--- config.mk ---
export PLATFORM = sky130hd
export DESIGN_NAME = pool_lane
export DESIGN_NICKNAME = d
export VERILOG_FILES = /design/src/verilog/cnn_types_pkg.sv /design/src/verilog/cnn_cmd_pkg.sv /design/src/verilog/pool_lane.sv
export SDC_FILE = /design/constraint.sdc
export NUM_CORES = 1
export LEC_CHECK = 0
export BUFFER_PORTS_ARGS = -buffer_cell sky130_fd_sc_hd__buf_2
export CAP_MARGIN = 20
export CELL_PAD_IN_SITES_DETAIL_PLACEMENT = 0
export CELL_PAD_IN_SITES_GLOBAL_PLACEMENT = 1
export CORE_AREA = 5 5 103 105
export DETAILED_ROUTE_END_ITERATION = 12
export DIE_AREA = 0 0 108 110
export PLACE_DENSITY_LB_ADDON = 0.1
export SLEW_MARGIN = 0
export SYNTH_ARGS = -nofsm -noshare
export SYNTH_HDL_FRONTEND = slang
export SYNTH_SLANG_ARGS = --single-unit
--- constraint.sdc ---
create_clock -name clk -period 3.26 [get_ports clk]
set_input_delay 0.163 -clock clk [delete_from_list [all_inputs] [get_ports clk]]
set_output_delay 0.163 -clock clk [all_outputs]
set_load 0.1 [all_outputs]
--- src/verilog/cnn_types_pkg.sv ---
package cnn_types_pkg;

	localparam int WORD_W = 16;
	localparam int ACC_W  = 32;
	localparam int CNT_W  = 8;

	// one 16-bit lane value, operand or result
	typedef logic [WORD_W-1:0] word_t;

	typedef logic signed [ACC_W-1:0] acc_t;	// lane sums and running values

	// K, N, S and the loop indices
	typedef logic [CNT_W-1:0] cnt_t;

	// one beat on the result port
	typedef struct packed {
		word_t word;
		cnt_t  lane;	// 0 for conv
		logic  last;	// final beat of the command
	} out_beat_t;

endpackage

--- src/verilog/cnn_cmd_pkg.sv ---
package cnn_cmd_pkg;

	typedef enum logic [1:0] {
		op_conv    = 2'd0,
		op_maxpool = 2'd1,
		op_avgpool = 2'd2
	} op_t;

	// one engine command, held until the last beat is taken
	typedef struct packed {
		op_t                  op;
		cnn_types_pkg::cnt_t  kernel_size;	// window length K
		cnn_types_pkg::cnt_t  o_side;		// outputs N
		cnn_types_pkg::cnt_t  stride;		// data step between windows
		cnn_types_pkg::word_t bias;			// conv only
	} cmd_t;

	// run covers read issue, drain waits for the last beat
	typedef enum logic [1:0] {
		st_idle  = 2'd0,
		st_run   = 2'd1,
		st_drain = 2'd2
	} ctrl_state_t;

endpackage

--- src/verilog/pool_lane.sv ---
`timescale 1ns/1ps

module pool_lane (
	input  logic                 clk,
	input  logic                 rst,
	input  cnn_cmd_pkg::op_t     i_op,
	input  logic                 i_valid,
	input  logic                 i_first,
	input  logic                 i_last,
	input  cnn_types_pkg::word_t i_data,
	output cnn_types_pkg::acc_t  o_result,
	output logic                 o_result_valid
);

	cnn_types_pkg::acc_t data_ext;
	cnn_types_pkg::acc_t next_val;

	assign data_ext = cnn_types_pkg::acc_t'($signed(i_data));

	always_comb begin
		if (i_first) begin
			next_val = data_ext;	// first element seeds both max and sum
		end else if (i_op == cnn_cmd_pkg::op_maxpool) begin
			next_val = (data_ext > o_result) ? data_ext : o_result;
		end else begin
			next_val = o_result + data_ext;
		end
	end

	always_ff @(posedge clk) begin
		if (i_valid) begin
			o_result <= next_val;
		end
	end

	always_ff @(posedge clk or posedge rst) begin
		if (rst) begin
			o_result_valid <= 1'b0;
		end else begin
			o_result_valid <= i_valid && i_last;
		end
	end

endmodule

==> results of run 1 <==
state kept, by name, summed over array words and instances, names as in the netlist:
| signal | flops |
|---|---|
| o_result_valid | 1 |
| o_result | 32 |
synthesized netlist by cell type (all sizes together) (9+ instances only):
master,n,area share (%)
a211oi,10,2.4
a21o,9,1.7
a21oi,38,4.7
clkbuf,18,1.7
edfxtp,32,24
ha,63,19
inv,58,5.4
nand2,28,2.6
nand4,9,1.4
nor2,39,3.7
nor2b,13,2.1
nor3,9,1.1
o21ai,36,4.4
o21bai,15,2.9
xnor2,18,3.9
repair_timing:
action,in CTS,in global routing
hold buffers,1,0
hold endpoints to repair,1,0
resized for setup,0,0
cell type report:
type	count	share of cell area [%]
sequential	33	21.1
inverter	58	4.66
clock buffer	8	1.93
tap	133	3.56
multi-input combinational	377	60.2
timing repair buffer	68	8.57
logic make-up (layout without fill, tap and decap cells):
group                    Yosys count  count (layout)  synth area share, %
AO/OA/AOI/OAI                    157             157                 27.3
AND/OR/NAND/NOR                  134             134                 16.3
buffers and inverters             79             134                 7.40
adder cells (fa/ha/maj)           64              64                 19.9
flip-flops                        33              33                 24.3
XOR/XNOR                          22              22                 4.75
worst reg2reg max path: cells and delay by family, from the launching register on:
family / cells / cell delay (ns)
AOI/OAI and AO/OA: 5 / 1.34
adders and majority gates: 1 / 0.36
buffers and inverters: 1 / 0.06
DFF: 1 / 0.38
and+or+nand+nor: 2 / 0.46
routing by layer:
metal,wire length [um],track usage [%],vias to the layer above
li1,-,-,1861
met1,5130,24.2,1701
met2,5550,35.1,58
met3,307,3.03,9
met4,155,4.96,0
met5,0,0,-
metrics by stage:
step | hold slack (ns) | power [uW] | cells | setup WS [ns] | area, sq um
2_1_floorplan | -0.108 | 2520 | 489 | 0.00263 | 4100
3_3_place_gp | -0.00456 | 3000 | 668 | 0.312 | 4570
3_5_place_dp | -0.00173 | 3010 | 668 | 0.193 | 4570
4_1_cts | 0.0580 | 3370 | 677 | 0.412 | 4670
5_1_grt | 0.0618 | 3580 | 677 | 0.171 | 4670
6_report | 0.0645 | 3350 | 677 | 0.420 | 4670
report_power, final:
group	internal, uW	total, uW	switching, uW
Combinational	674	2310	1640
Sequential	610	686	75.8
Clock	173	349	176
final timing paths:
| path | slack (ns) | depth (start not counted) | from | to |
|---|---|---|---|---|
| max | 0.42 | 9 | o_result[2]$_DFFE_PP_ | o_result[31]$_DFFE_PP_ |
| min | 0.06 | 2 | i_last | o_result_valid$_DFF_PP0_ |
| max reg2reg | 0.42 | 9 | o_result[2]$_DFFE_PP_ | o_result[31]$_DFFE_PP_ |
| min reg2reg | 0.80 | 2 | o_result[0]$_DFFE_PP_ | o_result[0]$_DFFE_PP_ |
| max in group asynchronous | 2.94 | 3 | rst | o_result_valid$_DFF_PP0_ |
| min in group asynchronous | 0.24 | 3 | rst | o_result_valid$_DFF_PP0_ |
==> results.cfg, run 1 <==
[run_status]
status = finished, final reports clean

[floorplan]
die_area_sq_mm = 0.0119
ioPinCount = 56
core_area_sq_mm = 0.00955
start_util_pct = 42.5
std_cell_rows = 36
die_w_um = 108
die_h_um = 110

[setup_path]
crit_arrival_ns = 2.90
required_ns = 3.32
cp_slowest_cell = a2111oi_2
crit_path_max_fanout = 6
cp-end-kind = flop
crit_path_cell_trace = inv_1, ha_1, nor3_1, o21ai_1, a2111oi_2, o2111ai_1, and2_0, o211a_1, o311a_1
worstSetupStartpointType = flop
worst-setup-path-type = flop to flop
critPathTopFamily = compound AO/OA/AOI/OAI gates
cp_slowest_stage_delay_ns = 0.46
worst-path-buf-inv = 1

[sta]
grt_setup_unrepaired = no
fin_crit_sh_pct = 87.1
skew_ns = 0.00609
worstMarginPinSlew_ns = 1.04
fin_crit_ns = 2.84
fmax_mhz = 352
hold_violations = 0
final-setup-viol-count = 0
tns_ns = 0
slew_violations = 0
maxSlewHeadroom_pct = 30.1

[layout]
n_fill_cell = 997
post-route-util_pct = 48.9
ff_latch_area_sq_um = 986
antenna_cells = 0
drive_gt1_share_pct = 17.5
multi_input_area_sq_mm = 0.00281
final_common_cell = ha_1
num-nets-final = 630
final_cell_mix = ha_1, inv_1, buf_2
syn_to_final_growth_pct = 15.0

[power]
cellPowerDensity_mw_per_mm2 = 717
power.leakage_uw = 0.00211
max-vdd-ir-drop_v = 0.000313

[synthesis]
synth_warnings = 0
avgSynthCellArea_sq_um = 8.30
synthFlopType = edfxtp_1
ys_seq_area_share_pct = 24.3
synth.distinct_cells = 63
yosys_register_bits = 33
synth_edf_count = 32
syn-instance-count = 489
async_reset_ff_share_pct = 3.03
syn_area_sq_mm = 0.00406
syn-num-nets = 576

[clocking]
cts_buffers = 5
root_buffer = clkbuf_8
cts_tree = done
clock_path_buffers = 2
clk_pin_slew_ns = 0.08
cts_setup_buffers = 0
cts.sinks = 33
clock_latency_ns = 0.30
ctsHtreeMaxLevel = 2

[route]
avgRoutedWirePerCell_um = 16.5
vias = 3629
postRouteAntennaNets = 0
wl_um = 11100
via_per_inst = 5.36
drt_pre_antenna_iters = 4
drc = 0
drt_iter0_markers = 142

[place]
io_buffers = 55
gp_congestion = 0.876
dp_hpwl_um = 8870

[global_routing]
grt_pass1_wl_um = 18100
grt-ovfl-total = 0
grt_max_degree = 33
antenna_found_initial = 0
grt_usage_pct = 19.4
grt_pass1_vias = 3633

[min_path]
hold_class = input port to flop

[run]
drv_cap = 0
No activity file was read; power rests on OpenSTA's default activity.
==> run 2: changes to the inputs <==
--- a/config.mk
+++ b/config.mk
@@ -5,13 +5,13 @@
 export SDC_FILE = /design/constraint.sdc
 export NUM_CORES = 1
 export LEC_CHECK = 0
+export ABC_AREA = 1
 export BUFFER_PORTS_ARGS = -buffer_cell sky130_fd_sc_hd__buf_2
-export CAP_MARGIN = 20
 export CELL_PAD_IN_SITES_DETAIL_PLACEMENT = 0
 export CELL_PAD_IN_SITES_GLOBAL_PLACEMENT = 1
-export CORE_AREA = 5 5 103 105
+export CORE_AREA = 5 5 105 107
 export DETAILED_ROUTE_END_ITERATION = 12
-export DIE_AREA = 0 0 108 110
+export DIE_AREA = 0 0 110 112
 export PLACE_DENSITY_LB_ADDON = 0.1
 export SLEW_MARGIN = 0
 export SYNTH_ARGS = -nofsm -noshare
==> results.cfg, run 2 <==
[synthesis]
synthFlopType = edfxtp_1
synth_warnings = 0
synth_edf_count = 32
synthTopCellsByArea = edfxtp_1, ha_1, nand2_1
yosys.cell_count.top_type = nand2_1
ys_seq_area_share_pct = 23.6
syn-num-nets = 696
yosysTopAreaCellShare_pct = 23.0
yosys-top-cells-count = nand2_1, inv_1, ha_1, nor2_1, a21oi_1
syn-instance-count = 609
yosysTopAreaCell = edfxtp_1
syn_area_sq_mm = 0.00419
avgSynthCellArea_sq_um = 6.87
async_reset_ff_share_pct = 3.03
synth.distinct_cells = 40
yosys_register_bits = 33

[layout]
design_area_sq_mm = 0.00473
reg_top3 = o_result: 32 flops, o_result_valid: 1 flops
n_fill_cell = 1083
ff_latch_area_sq_um = 986
num-nets-final = 756
largest_register_ffs = 32
antenna_cells = 0
drive_gt1_share_pct = 13.9
syn_to_final_growth_pct = 13.1
largest_register = o_result
final_common_cell = nand2_1
final_cell_mix = nand2_1, inv_1, ha_1
multi_input_area_sq_mm = 0.00274

[clocking]
clock_path_buffers = 2
cts_buffers = 5
ctsHtreeMaxLevel = 2
root_buffer = clkbuf_8
cts_tree = done
cts_setup_buffers = 0
clk_pin_slew_ns = 0.07
clock_latency_ns = 0.30
cts_resized = 0
cts.sinks = 33

[sta]
slew_violations = 0
final-setup-viol-count = 0
hold_violations = 0
worstMarginPinSlew_ns = 0.749
fin_crit_ns = 2.55
whs_ns = 0.0582
fmax_mhz = 393
maxSlewHeadroom_pct = 50.0
tns_ns = 0
fin_crit_sh_pct = 78.1
grt_setup_unrepaired = no
skew_ns = 0.0113

[floorplan]
std_cell_rows = 37
die_w_um = 110
die_area_sq_mm = 0.0123
die_h_um = 112
start_util_pct = 41.7
ioPinCount = 56
core_area_sq_mm = 0.0100

[setup_path]
required_ns = 3.30
r2r_cells = 14
r2r_start = o_result[0]$_DFFE_PP_
cp-startpoint = o_result[0]$_DFFE_PP_
cp_common_cell = nand2_1
path_depth = 14
worstSetupStartpointType = flop
crit_path_cell_trace = ha_1, inv_1, fa_1, nand3b_1, nand2_1, nand2_1, nand2_2, nand2_2, a21boi_2, nand2_1, nand2_1, nand2_1, nand3_1, nand2_1
worst-setup-path-type = flop to flop
cp-end-kind = flop
crit_end = o_result[22]$_DFFE_PP_
crit_arrival_ns = 2.58
crit_path_max_fanout = 4
cp_slowest_cell = edfxtp_1
r2r-end = o_result[22]$_DFFE_PP_
critPathTopFamily = simple AND/OR/NAND/NOR gates
timing.reg2reg.setup_slack_ns = 0.71
cp_slowest_stage_delay_ns = 0.39
worst-path-buf-inv = 1

[place]
gp_congestion = 0.946
io_buffers = 55
post_dp_cell_area_sq_mm = 0.00464
dp_hpwl_um = 9780

[min_path]
hold_class = input port to flop

[global_routing]
grt_usage_pct = 20.2
antenna_found_initial = 0
grt_pass1_wl_um = 19600
grt_max_degree = 35
grt-ovfl-total = 0
grt_pass1_vias = 3900

[route]
avgRoutedWirePerCell_um = 14.9
wl_um = 12000
vias = 4057
postRouteAntennaNets = 0
via_per_inst = 5.03
drc = 0
drt_iter0_markers = 227
drt_pre_antenna_iters = 5

[run]
drv_cap = 0

[run_status]
status = finished, final reports clean

[power]
cellPowerDensity_mw_per_mm2 = 450
max-vdd-ir-drop_v = 0.000183
power.leakage_uw = 0.00247
-- run 2: per-stage QoR --
| stage | util [%] | total power (uW) | std cells | setup slack, ns |
|---|---|---|---|---|
| final | 47.1 | 2130 | 806 | 0.714 |
| after CTS | 47.1 | 2150 | 806 | 0.677 |
| after global routing | 47.1 | 2300 | 806 | 0.517 |
| after floorplan | - | 1550 | 609 | 0.0675 |
| after global placement | 46.2 | 1820 | 797 | 0.487 |
| after detailed placement | 46.2 | 1820 | 797 | 0.425 |
-- run 2: area by class of cell --
| class | count | share of cell area, % |
|---|---|---|
| multi-input combinational | 456 | 58.0 |
| sequential | 33 | 20.8 |
| inverter | 113 | 8.96 |
| timing repair buffer | 60 | 6.93 |
| tap | 136 | 3.60 |
| clock buffer | 8 | 1.69 |
-- run 2: how the worst min path moves through the flow --
stage,startpoint,end,slack [ns],cells past startpoint
final,i_last,o_result_valid$_DFF_PP0_,0.06,3
after global routing,i_last,o_result_valid$_DFF_PP0_,0.09,3
after CTS,i_last,o_result_valid$_DFF_PP0_,0.05,3
after detailed placement,rst,o_result_valid$_DFF_PP0_,-0.002,2
after global placement,rst,o_result_valid$_DFF_PP0_,-0.004,2
after floorplan,rst,o_result_valid$_DFF_PP0_,-0.11,1
-- run 2: worst min-delay path: cells and delay by family --
| family | cells | cell delay (ns) |
|---|---|---|
| and+or+nand+nor | 1 | 0.04 |
| buffers and inverters | 2 | 0.11 |
-- run 2: report_power, final --
part | switching [uW] | total [uW] | internal [uW]
sequential | 34.0 | 567 | 533
combinational | 914 | 1240 | 329
clock | 169 | 321 | 152
-- run 2: logic make-up (layout without fill, tap and decap cells) --
| family | count (synthesis) | in the layout | share of synthesized area, % |
|---|---|---|---|
| AND/OR/NAND/NOR | 261 | 261 | 26.9 |
| buffers and inverters | 120 | 181 | 11.2 |
| AO/OA/AOI/OAI | 116 | 116 | 15.9 |
| adder cells (fa/ha/maj) | 64 | 64 | 19.3 |
| flip-flops | 33 | 33 | 23.6 |
| XOR/XNOR | 15 | 15 | 3.14 |
-- run 2: timing repair --
action,in CTS,in global routing
endpoints found under the setup margin,0,0
hold buffers,1,0
hold endpoints to repair,1,0
-- run 2: per-layer routing --
layer	track usage, %	share of wire [%]	vias up
met3	3.13	5.6	9
met5	0	0	-
met2	31.0	44	102
li1	-	-	2104
met4	4.57	1.4	0
met1	29.5	49	1842
